**src/design/pu_pkg.sv**
```systemverilog
// Bases are byte addresses and the bus carries word addresses; FRAME_BITS must be a power of two
package pu_pkg;

  //////////////////////////////////////////////////////////////////////
  // Peripheral bus
  //////////////////////////////////////////////////////////////////////

  localparam int PER_AW = 14;                 // Word address width

  typedef logic [PER_AW-1:0] per_addr_t;      // Word address
  typedef logic [15:0]       per_data_t;      // Bus and DAC data word

  // One request per cycle, no back-pressure
  typedef struct packed {
    per_addr_t  addr;                         // Word address
    per_data_t  din;                          // Write data
    logic [1:0] we;                           // Byte write strobes
    logic       en;                           // Access enable
  } per_req_t;                                // 33 bits

  //////////////////////////////////////////////////////////////////////
  // DAC channel
  //////////////////////////////////////////////////////////////////////

  typedef enum logic [1:0] {
    DAC_IDLE  = 2'd0,                         // sync_n high, sclk parked high
    DAC_SHIFT = 2'd1,                         // Frame bits on din
    DAC_END   = 2'd2                          // Closing half period
  } dac_state_t;

  localparam int FRAME_BITS   = 16;           // Bits per SPI frame
  localparam int SCLK_DIV_DEF = 1;            // Half period is SCLK_DIV+1 cycles

  //////////////////////////////////////////////////////////////////////
  // Address map
  //////////////////////////////////////////////////////////////////////

  // IN, OUT and DIR at byte offsets 0, 2 and 4
  localparam logic [15:0] GPIO_BASE = 16'h0020;

  // DATA and STATUS at byte offsets 0 and 2 of each channel
  localparam logic [15:0] DAC_X_BASE_DEF = 16'h0190;
  localparam logic [15:0] DAC_Y_BASE_DEF = 16'h0194;

endpackage

```
**src/design/dac_ctrl_fsm.sv**
```systemverilog
// Start must only arrive while idle; frame end relies on the timer's last_bit dropping on time
`timescale 1ns/1ns

module dac_ctrl_fsm import pu_pkg::*; (
  input  logic mclk,            // Main clock
  input  logic arst_n,          // Async reset, active low
  input  logic start,           // Frame request, one cycle
  input  logic fall_tick,       // sclk falls at this edge
  input  logic last_bit,        // Final bit period in progress
  output logic busy,            // Frame in flight
  output logic sync_n,          // Frame sync, active low
  output logic run,             // Timer enable
  output logic load             // Shifter load pulse
);

  //////////////////////////////////////////////////////////////////////
  // State register
  //////////////////////////////////////////////////////////////////////

  dac_state_t state;
  dac_state_t state_nxt;

  always_ff @(posedge mclk or negedge arst_n) begin
    if (!arst_n) begin
      state <= DAC_IDLE;
    end else begin
      state <= state_nxt;
    end
  end

  //////////////////////////////////////////////////////////////////////
  // Next state
  //////////////////////////////////////////////////////////////////////

  always_comb begin
    state_nxt = state;
    case (state)
      DAC_IDLE: begin
        if (start) state_nxt = DAC_SHIFT;                 // Frame word loaded here
      end
      DAC_SHIFT: begin
        if (fall_tick && last_bit) state_nxt = DAC_END;   // 16th falling edge
      end
      DAC_END: begin
        // last_bit drops on the tick that closes the half period
        if (!last_bit) state_nxt = DAC_IDLE;
      end
      default: begin
        state_nxt = DAC_IDLE;                             // Unused encoding
      end
    endcase
  end

  //////////////////////////////////////////////////////////////////////
  // Outputs
  //////////////////////////////////////////////////////////////////////

  assign busy   = (state != DAC_IDLE);
  assign sync_n = ~busy;                                  // Low for the whole frame
  assign run    = busy;                                   // sclk runs through END
  assign load   = (state == DAC_IDLE) & start;            // Same cycle as start

  // The channel must hold off requests until the frame is done
  a_no_start_busy: assert property (@(posedge mclk) disable iff (!arst_n)
    start |-> !busy)
    else $error("DAC start raised while a frame is in flight");

endmodule

```
**src/design/dac_sclk_timer.sv**
```systemverilog
// sclk idles high; the fall count wraps after FRAME_BITS edges, so FRAME_BITS is a power of two
`timescale 1ns/1ns

module dac_sclk_timer import pu_pkg::*; #(
  parameter int SCLK_DIV = SCLK_DIV_DEF           // Half period minus one
) (
  input  logic mclk,            // Main clock
  input  logic arst_n,          // Async reset, active low
  input  logic run,             // Frame active
  output logic sclk,            // SPI clock
  output logic fall_tick,       // sclk falls at this edge
  output logic rise_tick,       // sclk rises at this edge
  output logic last_bit         // Final bit period in progress
);

  localparam int HW = (SCLK_DIV > 0) ? $clog2(SCLK_DIV + 1) : 1;
  localparam int BW = $clog2(FRAME_BITS);
  localparam logic [HW-1:0] HALF_LOAD = HW'(SCLK_DIV);

  logic [HW-1:0] half_cnt;      // Cycles left in half period
  logic [BW-1:0] fall_cnt;      // Falling edges so far
  logic          tick;          // Toggle at this edge

  assign tick      = run & (half_cnt == '0);
  assign fall_tick = tick & sclk;
  assign rise_tick = tick & ~sclk;

  always_ff @(posedge mclk or negedge arst_n) begin
    if (!arst_n) begin
      half_cnt <= HALF_LOAD;
      sclk     <= 1'b1;
      fall_cnt <= '0;
    end else if (!run) begin
      half_cnt <= HALF_LOAD;                      // Parked between frames
      sclk     <= 1'b1;
      fall_cnt <= '0;
    end else if (tick) begin
      half_cnt <= HALF_LOAD;
      sclk     <= ~sclk;
      if (sclk) fall_cnt <= fall_cnt + 1'b1;      // Wraps on the last edge
    end else begin
      half_cnt <= half_cnt - 1'b1;
    end
  end

  // High from the 15th fall until the tick that ends the closing low phase
  assign last_bit = (fall_cnt == BW'(FRAME_BITS - 1))
                  | ((fall_cnt == '0) & ~sclk & ~tick);

endmodule

```
**src/design/dac_shifter.sv**
```systemverilog
// Frame goes out MSB first; din returns low once all bits have been shifted out
`timescale 1ns/1ns

module dac_shifter import pu_pkg::*; (
  input  logic      mclk,       // Main clock
  input  logic      arst_n,     // Async reset, active low
  input  logic      load,       // Capture new frame
  input  per_data_t frame,      // Frame word
  input  logic      rise_tick,  // sclk rises at this edge
  output logic      din         // SPI serial data
);

  localparam int DW = $bits(per_data_t);

  //////////////////////////////////////////////////////////////////////
  // Shift register
  //////////////////////////////////////////////////////////////////////

  per_data_t shift_q;           // Bits still to send

  always_ff @(posedge mclk or negedge arst_n) begin
    if (!arst_n) begin
      shift_q <= '0;                              // din low after reset
    end else if (load) begin
      shift_q <= frame;                           // MSB on din right away
    end else if (rise_tick) begin
      // Next bit after each rising edge, stable at the falling one
      shift_q <= {shift_q[DW-2:0], 1'b0};
    end
  end

  assign din = shift_q[DW-1];

endmodule

```
**src/design/dac_channel.sv**
```systemverilog
// DATA takes the full word on any strobe; a DATA write during a frame is dropped without notice
`timescale 1ns/1ns

module dac_channel import pu_pkg::*; #(
  parameter logic [15:0] BASE_ADDR = DAC_X_BASE_DEF,   // Byte address of DATA
  parameter int          SCLK_DIV  = SCLK_DIV_DEF      // sclk half period minus one
) (
  input  logic      mclk,       // Main clock
  input  logic      arst_n,     // Async reset, active low
  input  per_req_t  per_req,    // Peripheral bus request
  output per_data_t rd_data,    // Read data, zero when not addressed
  output logic      din,        // SPI serial data
  output logic      sclk,       // SPI clock
  output logic      sync_n      // Frame sync, active low
);

  //////////////////////////////////////////////////////////////////////
  // Register decode
  //////////////////////////////////////////////////////////////////////

  localparam per_addr_t DATA_ADDR = BASE_ADDR[PER_AW:1];        // Byte to word
  localparam per_addr_t STAT_ADDR = per_addr_t'(DATA_ADDR + 1);

  logic      wr_req;            // Write cycle
  logic      rd_req;           // Read cycle
  logic      hit_data;
  logic      hit_stat;
  logic      accept;            // DATA write taken
  logic      start;             // Registered start pulse
  logic      busy;
  logic      run;
  logic      load;
  logic      fall_tick;
  logic      rise_tick;
  logic      last_bit;
  per_data_t data_q;            // Last accepted word

  assign wr_req   = per_req.en & (|per_req.we);
  assign rd_req   = per_req.en & (per_req.we == 2'b00);
  assign hit_data = (per_req.addr == DATA_ADDR);
  assign hit_stat = (per_req.addr == STAT_ADDR);

  // Pending start counts as busy so a second write cannot slip in
  assign accept = wr_req & hit_data & ~busy & ~start;

  always_ff @(posedge mclk or negedge arst_n) begin
    if (!arst_n) begin
      data_q <= '0;
      start  <= 1'b0;
    end else begin
      if (accept) data_q <= per_req.din;
      start <= accept;                            // Frame begins one edge later
    end
  end

  // STATUS is read-only
  always_comb begin
    rd_data = '0;
    if (rd_req && hit_data) rd_data = data_q;
    if (rd_req && hit_stat) rd_data = {15'h0000, busy};
  end

  //////////////////////////////////////////////////////////////////////
  // Frame engine
  //////////////////////////////////////////////////////////////////////

  dac_ctrl_fsm u_fsm (
    .mclk     (mclk),
    .arst_n   (arst_n),
    .start    (start),
    .fall_tick(fall_tick),
    .last_bit (last_bit),
    .busy     (busy),
    .sync_n   (sync_n),
    .run      (run),
    .load     (load)
  );

  dac_sclk_timer #(
    .SCLK_DIV(SCLK_DIV)
  ) u_timer (
    .mclk     (mclk),
    .arst_n   (arst_n),
    .run      (run),
    .sclk     (sclk),
    .fall_tick(fall_tick),
    .rise_tick(rise_tick),
    .last_bit (last_bit)
  );

  dac_shifter u_shift (
    .mclk     (mclk),
    .arst_n   (arst_n),
    .load     (load),
    .frame    (data_q),             // Already updated by the accepting edge
    .rise_tick(rise_tick),
    .din      (din)
  );

endmodule

```
**src/design/per_gpio.sv**
```systemverilog
// Only the low byte lane is written; IN is read-only and lags the switches by up to 3 cycles
`timescale 1ns/1ns

module per_gpio import pu_pkg::*; (
  input  logic      mclk,       // Main clock
  input  logic      arst_n,     // Async reset, active low
  input  per_req_t  per_req,    // Peripheral bus request
  input  logic [3:0] switch,    // Raw switch levels
  output per_data_t rd_data,    // Read data, zero when not addressed
  output logic [1:0] led        // LED drive
);

  //////////////////////////////////////////////////////////////////////
  // Register decode
  //////////////////////////////////////////////////////////////////////

  localparam per_addr_t IN_ADDR  = GPIO_BASE[PER_AW:1];   // Byte to word
  localparam per_addr_t OUT_ADDR = per_addr_t'(IN_ADDR + 1);
  localparam per_addr_t DIR_ADDR = per_addr_t'(IN_ADDR + 2);

  logic       wr_lo;            // Low byte write
  logic       rd_req;           // Read cycle
  logic       hit_in;
  logic       hit_out;
  logic       hit_dir;
  logic [3:0] sw_meta;          // First sync stage
  logic [3:0] sw_sync;          // Second sync stage
  logic [7:0] out_q;            // OUT register
  logic [7:0] dir_q;            // DIR register

  assign wr_lo   = per_req.en & per_req.we[0];
  assign rd_req  = per_req.en & (per_req.we == 2'b00);
  assign hit_in  = (per_req.addr == IN_ADDR);
  assign hit_out = (per_req.addr == OUT_ADDR);
  assign hit_dir = (per_req.addr == DIR_ADDR);

  //////////////////////////////////////////////////////////////////////
  // Switch synchronizer and output registers
  //////////////////////////////////////////////////////////////////////

  always_ff @(posedge mclk or negedge arst_n) begin
    if (!arst_n) begin
      sw_meta <= '0;
      sw_sync <= '0;
    end else begin
      sw_meta <= switch;        // May go metastable
      sw_sync <= sw_meta;       // Settled copy
    end
  end

  always_ff @(posedge mclk or negedge arst_n) begin
    if (!arst_n) begin
      out_q <= '0;
      dir_q <= '0;
    end else begin
      if (wr_lo && hit_out) out_q <= per_req.din[7:0];
      if (wr_lo && hit_dir) dir_q <= per_req.din[7:0];
    end
  end

  // Combinational read, OR-ed at the top
  always_comb begin
    rd_data = '0;
    if (rd_req) begin
      if (hit_in)  rd_data = {12'h000, sw_sync};
      if (hit_out) rd_data = {8'h00, out_q};
      if (hit_dir) rd_data = {8'h00, dir_q};
    end
  end

  // Pin driven only where its direction bit is set
  assign led = out_q[1:0] & dir_q[1:0];

  // Idle bus must leave the shared OR clean
  a_idle_quiet: assert property (@(posedge mclk) disable iff (!arst_n)
    !per_req.en |-> (rd_data == '0))
    else $error("GPIO read data not zero on idle bus");

endmodule

```
**src/design/per_subsys.sv**
```systemverilog
// Bus comes straight from the ports; DAC bases must not overlap each other or the GPIO range
`timescale 1ns/1ns

module per_subsys import pu_pkg::*; #(
  parameter logic [15:0] DAC_X_BASE = DAC_X_BASE_DEF,  // Byte base of DAC X
  parameter logic [15:0] DAC_Y_BASE = DAC_Y_BASE_DEF,  // Byte base of DAC Y
  parameter int          SCLK_DIV   = SCLK_DIV_DEF     // Shared sclk divider
) (
  input  logic       mclk,      // Main clock
  input  logic       arst_n,    // Async reset, active low
  input  per_req_t   per_req,   // Peripheral bus request
  input  logic [3:0] switch,    // Switch inputs
  output per_data_t  per_dout,  // Combined read data
  output logic [1:0] led,       // LEDs
  output logic       din_x,     // DAC X serial data
  output logic       sclk_x,    // DAC X serial clock
  output logic       sync_n_x,  // DAC X frame sync
  output logic       din_y,     // DAC Y serial data
  output logic       sclk_y,    // DAC Y serial clock
  output logic       sync_n_y   // DAC Y frame sync
);

  per_data_t rd_gpio;
  per_data_t rd_dac_x;
  per_data_t rd_dac_y;

  //////////////////////////////////////////////////////////////////////
  // Peripherals
  //////////////////////////////////////////////////////////////////////

  per_gpio u_gpio (
    .mclk   (mclk),
    .arst_n (arst_n),
    .per_req(per_req),
    .switch (switch),
    .rd_data(rd_gpio),
    .led    (led)
  );

  dac_channel #(
    .BASE_ADDR(DAC_X_BASE),
    .SCLK_DIV (SCLK_DIV)
  ) u_dac_x (
    .mclk   (mclk),
    .arst_n (arst_n),
    .per_req(per_req),
    .rd_data(rd_dac_x),
    .din    (din_x),
    .sclk   (sclk_x),
    .sync_n (sync_n_x)
  );

  dac_channel #(
    .BASE_ADDR(DAC_Y_BASE),
    .SCLK_DIV (SCLK_DIV)
  ) u_dac_y (
    .mclk   (mclk),
    .arst_n (arst_n),
    .per_req(per_req),
    .rd_data(rd_dac_y),
    .din    (din_y),
    .sclk   (sclk_y),
    .sync_n (sync_n_y)
  );

  // Each block zeroes its output unless addressed
  assign per_dout = rd_gpio | rd_dac_x | rd_dac_y;

  // Address decoders must never answer the same read
  a_single_driver: assert property (@(posedge mclk) disable iff (!arst_n)
    $onehot0({|rd_gpio, |rd_dac_x, |rd_dac_y}))
    else $error("More than one peripheral drives read data");

endmodule

```
**config.mk**
```make
export PLATFORM = sky130hd
export DESIGN_NAME = per_subsys
export DESIGN_NICKNAME = d
export VERILOG_FILES = /design/src/design/pu_pkg.sv /design/src/design/dac_ctrl_fsm.sv /design/src/design/dac_sclk_timer.sv /design/src/design/dac_shifter.sv /design/src/design/dac_channel.sv /design/src/design/per_gpio.sv /design/src/design/per_subsys.sv
export SDC_FILE = /design/constraint.sdc
export NUM_CORES = 1
export LEC_CHECK = 0
export BUFFER_PORTS_ARGS = -buffer_cell sky130_fd_sc_hd__buf_2
export CAP_MARGIN = 20
export CORE_ASPECT_RATIO = 1.2
export CORE_MARGIN = 4
export CORE_UTILIZATION = 30
export DETAILED_ROUTE_END_ITERATION = 10
export GPL_TIMING_DRIVEN = 0
export SLEW_MARGIN = 20
export SYNTH_ARGS = -nofsm -noshare
export SYNTH_HDL_FRONTEND = slang
export SYNTH_HIERARCHICAL = 1
export SYNTH_SLANG_ARGS = --single-unit
```
**constraint.sdc**
```tcl
create_clock -name mclk -period 5.73 [get_ports mclk]
set_input_delay 1.4325 -clock mclk [delete_from_list [all_inputs] [get_ports mclk]]
set_output_delay 1.4325 -clock mclk [all_outputs]
set_load 0.05 [all_outputs]
```
* Word level (Yosys, flattened, before mapping) *
Cells that the tools add are included.

storage, ports and cells
  output and inout bits = 24
  register bits after elaboration = 106

cells by class
  reductions and logical operators = 22
  $add $sub $neg = 4
  equal/unequal tests = 23
  bitwise gates (word level) = 36
  mux-type cells = 34

operator list
  kind                 number
  $mux 16              8
  $eq 14x8->1 const B  4
  $eq 14x5->1 const B  3
  $or 16x16->16        2
  $mux 4               7
  $mux 8               3
  $and 1x1->1          21
  $ne 2x2->1 const B   8
  $mux 2               6
  $pmux 2 s3           2
  $not 1->1            10
  $add 4x1->4 const B  2
  $eq 4x4->1 const B   2
  $logic_and 1x1->1    8
  $logic_not 4->1      2
  $mux 1               8
  $reduce_bool 2->1    4
  $logic_not 2->1      3
  $reduce_and 3->1     2
  $eq 2x1->1 const B   2
  $eq 2x2->1 const B   2
  $ne 2x1->1 const B   2
  $reduce_and 2->1     2
  $and 2x2->2          1
  other kinds (3)      5

* Longest topological paths before layout *
  word-level depth = 8
  mapped depth = 8
  mapped depth without buffers = 6

* Hierarchy *
The synthesis kept the hierarchy.

modules (own cells, without submodules)
  module                  cells each  area each (um^2)  times used  sequential area each (um^2)
  dac_shifter             69          742.0             2           400.4
  per_gpio                83          1,183.6           1           600.6
  dac_channel at u_dac_x  64          908.4             1           425.4
  dac_channel at u_dac_y  63          894.6             1           425.4
  dac_sclk_timer          31          327.8             2           152.6
  dac_ctrl_fsm            11          108.9             2           50.0
  per_subsys              16          100.1             1           0.0

* Worst setup path after synthesis *
Ideal clock, no wire load.

  path kind = input to output
  from = in per_req[27] (netlist name)
  to = out per_dout[11]
  arrival = 2,914 ps
  data required time = 4,298 ps
  cell stages on the path = 6
  setup slack = 1,383 ps
  cell sequence = nor4_4 -> nand3b_2 -> nor4_2 -> clkbuf_2 -> and2_1 -> or3_1

on the way
  elaborated cells between the ends (all ways) = 14
  those cells by class = 4 x eq/ne; 4 x mux; 2 x bitwise; 4 x reduce/logical

RTL lines
  item                    RTL line           text
  from (decl)             per_subsys.sv:11   input per_req_t per_req,
  $eq 14x8->1             dac_channel.sv:40  assign hit_data = (per_req.addr == DATA_ADDR);
  $logic_and 1x1->1       dac_channel.sv:59  if (rd_req && hit_data) rd_data = data_q;
  $mux 16                 dac_channel.sv:59
  $mux 16 *               dac_channel.sv:60  if (rd_req && hit_stat) rd_data = {15'h0000, busy};
  named net rd_dac_y[11]  per_subsys.sv:25   per_data_t rd_dac_y;
  $or 16x16->16 *         per_subsys.sv:67   assign per_dout = rd_gpio | rd_dac_x | rd_dac_y;
  to (decl)               per_subsys.sv:13   output per_data_t per_dout,

Mark *: on every way through the listed nets, which the timed path passes. The rest lies on a longest branch.

* Final worst setup path *
  from = in per_req[22] (netlist name)
  to = out per_dout[4]

Same word-level chain as after synthesis.

==> flow_summary.html <==
<table>
<tr><th>Metric</th><th>Value</th></tr>
<tr><th colspan="2">Synth</th></tr>
<tr><td>Adder-cell share of the synthesized area</td><td>0.009193</td></tr>
<tr><td>FFs w/ async S/R, synth</td><td>1.000</td></tr>
<tr><td>Seq/Total Area, Yosys</td><td>0.4882</td></tr>
<tr><td>Netlist Area Pre-Place</td><td>0.005444 mm2</td></tr>
<tr><td>Combinational family with the most area after synthesis</td><td>simple AND/OR/NAND/NOR gates</td></tr>
<tr><td>Multiplexer fraction of the synthesized cell area</td><td>0.1869</td></tr>
<tr><td>Distinct cell type count after synthesis</td><td>52</td></tr>
<tr><td>Number of enable-type register cells in the synthesized netlist</td><td>0</td></tr>
<tr><td>Area fraction in and, or, nand and nor cells after synthesis</td><td>0.2105</td></tr>
<tr><td>Flops &amp; latches, synth</td><td>106</td></tr>
<tr><td>Primary FF master, synth</td><td>sky130_fd_sc_hd__dfrtp_1</td></tr>
<tr><td>Synthesized instance count</td><td>448</td></tr>
<tr><td>Mean area per synthesized cell</td><td>12.15 um2</td></tr>
<tr><td>Compound-cell area share of the yosys netlist</td><td>0.05194</td></tr>
<tr><td>Synth Area in XOR/XNOR</td><td>0.006435</td></tr>
<tr><td>Count of warnings emitted by yosys</td><td>6</td></tr>
<tr><th colspan="2">Final layout</th></tr>
<tr><td>Synthesis-to-layout area growth</td><td>17.28%</td></tr>
<tr><td>Antenna cell count</td><td>0</td></tr>
<tr><td>Filler cells</td><td>1691</td></tr>
<tr><td>Commonest non-fill, non-tap cell in the layout</td><td>sky130_fd_sc_hd__dfrtp_1</td></tr>
<tr><td>Fin area</td><td>0.006385 mm2</td></tr>
<tr><td>Non-filler instance count after layout</td><td>754</td></tr>
<tr><td>Commonest non-fill, non-tap cells in the layout</td><td>sky130_fd_sc_hd__dfrtp_1, sky130_fd_sc_hd__buf_2, sky130_fd_sc_hd__mux2i_1, sky130_fd_sc_hd__and2_1, sky130_fd_sc_hd__nand2_1</td></tr>
<tr><td>Proportion of layout cells with a drive suffix above 1</td><td>0.3390</td></tr>
<tr><td>Number of nets in the finished design</td><td>572</td></tr>
<tr><td>Share of the core filled with cells</td><td>0.3606</td></tr>
<tr><th colspan="2">Floorplanning</th></tr>
<tr><td>Boundary pin count</td><td>63</td></tr>
<tr><td>Number of cell rows</td><td>53</td></tr>
<tr><td>Initial core utilization</td><td>0.3075</td></tr>
<tr><td>Die Footprint</td><td>0.02037 mm2</td></tr>
<tr><td>Die height</td><td>155.6 um</td></tr>
<tr><td>Width of the chip</td><td>131.0 um</td></tr>
<tr><td>Placeable core region</td><td>0.01771 mm2</td></tr>
<tr><th colspan="2">Clocking</th></tr>
<tr><td>Maximum level of the CTS H-tree</td><td>3</td></tr>
<tr><td>Number of cells upsized or downsized after cts</td><td>0</td></tr>
<tr><td>Total of hold buffers inserted after clock tree synthesis</td><td>0</td></tr>
<tr><td>Post-CTS setup-driven buffer insertion count</td><td>0</td></tr>
<tr><td>Clock edge transition at the registers on the reported setup and hold paths</td><td>0.06 ns</td></tr>
<tr><td>TritonCTS clock tree</td><td>yes</td></tr>
<tr><td>Num Clock Sinks</td><td>106</td></tr>
<tr><td>Num CTS Buffers</td><td>9</td></tr>
<tr><td>Root buffer selected by CTS</td><td>sky130_fd_sc_hd__clkbuf_16</td></tr>
<tr><td>Clock insertion delay at the later pin of the skew report</td><td>0.34 ns</td></tr>
<tr><td>Bufs on Longest Clock Path</td><td>2</td></tr>
<tr><th colspan="2">GRT</th></tr>
<tr><td>Most Crowded Layer GR</td><td>met2</td></tr>
<tr><td>Total Routing Usage GR</td><td>0.1264</td></tr>
<tr><td>Met1 Resource Use GR</td><td>0.1554</td></tr>
<tr><td>Global-route wire length before repair</td><td>20230 um</td></tr>
<tr><td>GRT overflow</td><td>0</td></tr>
<tr><td>Vias in the first global route</td><td>3864</td></tr>
<tr><td>Grt met3 use</td><td>0.02774</td></tr>
<tr><td>Pin count of the biggest net entering global routing</td><td>79</td></tr>
<tr><td>Met2 Usage GRT</td><td>0.2197</td></tr>
<tr><td>Number of antenna violations at the first check in global routing</td><td>1</td></tr>
<tr><th colspan="2">STA</th></tr>
<tr><td>Clk_skew</td><td>0.006636 ns</td></tr>
<tr><td>Hold WS</td><td>0.3487 ns</td></tr>
<tr><td>Max-slew headroom at the worst pin</td><td>0.5028</td></tr>
<tr><td>Number of pins with negative max-slew slack in the final report</td><td>0</td></tr>
<tr><td>Slew at the pin with the worst max-slew slack</td><td>0.7397 ns</td></tr>
<tr><td>Worst Slack Setup Final</td><td>0.6071 ns</td></tr>
<tr><td>Max Clock Freq</td><td>0.1952 GHz</td></tr>
<tr><td>Final hold vios</td><td>0</td></tr>
<tr><td>Time the worst path needs with I/O delays and setup</td><td>5.123 ns</td></tr>
<tr><td>Setup TNS Final</td><td>0 ns</td></tr>
<tr><td>Final-report setup violation count</td><td>0</td></tr>
<tr><td>Final worst path period share</td><td>0.8941</td></tr>
<tr><td>Setup repair after global routing missed its margin</td><td>no</td></tr>
<tr><th colspan="2">Placed design</th></tr>
<tr><td>Post-place instance area</td><td>0.006090 mm2</td></tr>
<tr><td>Number of instances in the placed design</td><td>738</td></tr>
<tr><td>HPWL Detailed</td><td>9141 um</td></tr>
<tr><td>Post-placement setup slack</td><td>0.5668 ns</td></tr>
<tr><td>IO Port Bufs</td><td>62</td></tr>
<tr><td>Routability Congestion</td><td>0.8101</td></tr>
<tr><th colspan="2">Worst setup path</th></tr>
<tr><td>Endpoint kind of the worst setup timing path</td><td>primary output</td></tr>
<tr><td>Critical Path RT</td><td>4.30 ns</td></tr>
<tr><td>Start point of the critical path</td><td>per_req[22]</td></tr>
<tr><td>Worst EP arrival</td><td>3.69 ns</td></tr>
<tr><td>Kind of launch point of the worst setup path</td><td>input port</td></tr>
<tr><td>Type of the setup path with the least slack</td><td>in2out</td></tr>
<tr><td>Maximum fanout encountered on the critical timing path</td><td>10</td></tr>
<tr><td>Origin of the critical flop-to-flop path</td><td>u_dac_x/u_fsm/state[1]</td></tr>
<tr><th colspan="2">Hold path</th></tr>
<tr><td>Tightest Hold Check Type</td><td>reg2reg</td></tr>
<tr><td>Startpoint of the tightest hold check path</td><td>u_gpio/sw_meta[1]</td></tr>
<tr><th colspan="2">Power and ir drop</th></tr>
<tr><td>P per Cell Area</td><td>226.3 mW/mm2</td></tr>
<tr><td>Worst vdd rail ir drop</td><td>0.1292 mV</td></tr>
<tr><td>Final Power</td><td>1.445 mW</td></tr>
<tr><td>Standby leakage power</td><td>2.993 nW</td></tr>
<tr><th colspan="2">Job</th></tr>
<tr><td>Maximum capacitance violations</td><td>0</td></tr>
<tr><th colspan="2">Route</th></tr>
<tr><td>Pre-Repair DR Iteration Count</td><td>4</td></tr>
<tr><td>Detailed Route Iter0 Violations</td><td>160</td></tr>
<tr><td>DR WL/cell</td><td>16.36 um</td></tr>
<tr><td>Routed via count</td><td>3591</td></tr>
<tr><td>Drt total wl</td><td>12340 um</td></tr>
<tr><td># DRC</td><td>0</td></tr>
<tr><td>Remaining number of nets flagged by the antenna check after routing</td><td>0</td></tr>
<tr><td>Vias per cell</td><td>4.763</td></tr>
<tr><th colspan="2">Run status</th></tr>
<tr><td>Status</td><td>finished clean</td></tr>
</table>
[synth_stat cells, types with 2 or more instances]
| master | n | share of area |
|---|---|---|
| sky130_fd_sc_hd__dfrtp_1 | 102 | 0.47 |
| sky130_fd_sc_hd__mux2i_1 | 39 | 0.072 |
| sky130_fd_sc_hd__and2_1 | 38 | 0.044 |
| sky130_fd_sc_hd__nand2_1 | 38 | 0.026 |
| sky130_fd_sc_hd__mux2_2 | 29 | 0.060 |
| sky130_fd_sc_hd__mux2_4 | 20 | 0.055 |
| sky130_fd_sc_hd__o21ai_0 | 18 | 0.017 |
| sky130_fd_sc_hd__o21ai_1 | 18 | 0.017 |
| sky130_fd_sc_hd__or3_1 | 16 | 0.018 |
| sky130_fd_sc_hd__nor2_1 | 14 | 0.0097 |
| sky130_fd_sc_hd__buf_4 | 11 | 0.015 |
| sky130_fd_sc_hd__inv_1 | 6 | 0.0041 |
| sky130_fd_sc_hd__nand2b_1 | 6 | 0.0069 |
| sky130_fd_sc_hd__nor4_1 | 5 | 0.0057 |
| sky130_fd_sc_hd__a22oi_1 | 4 | 0.0055 |
| sky130_fd_sc_hd__a2bb2oi_1 | 4 | 0.0064 |
| sky130_fd_sc_hd__and2b_2 | 4 | 0.0064 |
| sky130_fd_sc_hd__buf_12 | 4 | 0.015 |
| sky130_fd_sc_hd__buf_2 | 4 | 0.0037 |
| sky130_fd_sc_hd__dfstp_2 | 4 | 0.019 |
| sky130_fd_sc_hd__ha_1 | 4 | 0.0092 |
| sky130_fd_sc_hd__nand3b_1 | 4 | 0.0055 |
| sky130_fd_sc_hd__nor3_1 | 4 | 0.0037 |
| sky130_fd_sc_hd__nor4b_4 | 4 | 0.017 |
| sky130_fd_sc_hd__xnor2_1 | 4 | 0.0064 |
| sky130_fd_sc_hd__clkbuf_1 | 3 | 0.0021 |
| sky130_fd_sc_hd__nand4_1 | 3 | 0.0034 |
| sky130_fd_sc_hd__nor2b_1 | 3 | 0.0034 |
| sky130_fd_sc_hd__a311oi_1 | 2 | 0.0032 |
| sky130_fd_sc_hd__a32o_1 | 2 | 0.0037 |
| sky130_fd_sc_hd__buf_6 | 2 | 0.0041 |
| sky130_fd_sc_hd__inv_2 | 2 | 0.0014 |
| sky130_fd_sc_hd__nand4_4 | 2 | 0.0078 |
| sky130_fd_sc_hd__nand4b_1 | 2 | 0.0032 |
| sky130_fd_sc_hd__nor3_4 | 2 | 0.0060 |
| sky130_fd_sc_hd__nor4_2 | 2 | 0.0046 |
| sky130_fd_sc_hd__nor4_4 | 2 | 0.0078 |
| sky130_fd_sc_hd__nor4b_1 | 2 | 0.0032 |
| sky130_fd_sc_hd__or2_4 | 2 | 0.0032 |
[power breakdown]
part	switching [mW]	internal (mW)	total, mW
logic	0.0533	0.0284	0.0817
clock network	0.274	0.338	0.612
registers	0.000885	0.751	0.752
[area by class of cell]
type | instances | area (um2) | share of cell area
clock inverter | 7 | 70.07 | 0.01097
inverter | 8 | 30.03 | 0.004703
clock buffer | 9 | 225.2 | 0.03527
tap | 220 | 275.3 | 0.04311
buffer | 25 | 221.5 | 0.03469
multi-input combinational | 316 | 2561 | 0.4011
sequential | 106 | 2658 | 0.4162
timing repair buffer | 63 | 344.1 | 0.05389
[critical path: stages]
cell and delay, ns:
sky130_fd_sc_hd__buf_2 0.20, sky130_fd_sc_hd__nor3b_1 0.26, sky130_fd_sc_hd__nand4b_2 0.24, sky130_fd_sc_hd__nor4_2 0.61, sky130_fd_sc_hd__clkbuf_2 0.39, sky130_fd_sc_hd__and2_1 0.17, sky130_fd_sc_hd__or3_1 0.12, sky130_fd_sc_hd__buf_2 0.27
[worst paths after layout]
path	to	slack, ns	depth (start not counted)
worst min-delay path	u_gpio/sw_sync[1]	0.35	0
worst max register to register	u_dac_x/data_q[14]	3.72	6
min in group asynchronous	u_dac_y/data_q[14]	0.95	1
worst max-delay path	per_dout[4]	0.61	8
worst min register to register	u_gpio/sw_sync[1]	0.35	0
max in group asynchronous	u_gpio/dir_q[1]	4.09	2
[cells by family (layout without fill, tap and decap cells)]
family | after synthesis | after routing
AO/OA/AOI/OAI | 48 | 48
multiplexers | 88 | 88
flip-flops | 106 | 106
adder cells (fa/ha/maj) | 4 | 4
XOR/XNOR | 4 | 4
buffers and inverters | 33 | 112
other | 1 | 8
AND/OR/NAND/NOR | 164 | 164
[flip-flops by register name, indices dropped and copies added, names as in the netlist, 4 cells and up]
name / cells
u_dac_y/u_timer/fall_cnt: 4
u_dac_y/data_q: 16
u_dac_y/u_shift/shift_q: 16
u_dac_x/data_q: 16
u_gpio/out_q: 8
u_gpio/sw_meta: 4
u_gpio/dir_q: 8
u_gpio/sw_sync: 4
u_dac_x/u_shift/shift_q: 16
u_dac_x/u_timer/fall_cnt: 4
[routing by layer]
layer | vias up | wire (um)
li1 | 1729 | -
met1 | 1788 | 5313
met2 | 57 | 6480
met3 | 15 | 359
met4 | 2 | 176
met5 | - | 9
No activity file was read; power rests on OpenSTA's default activity.
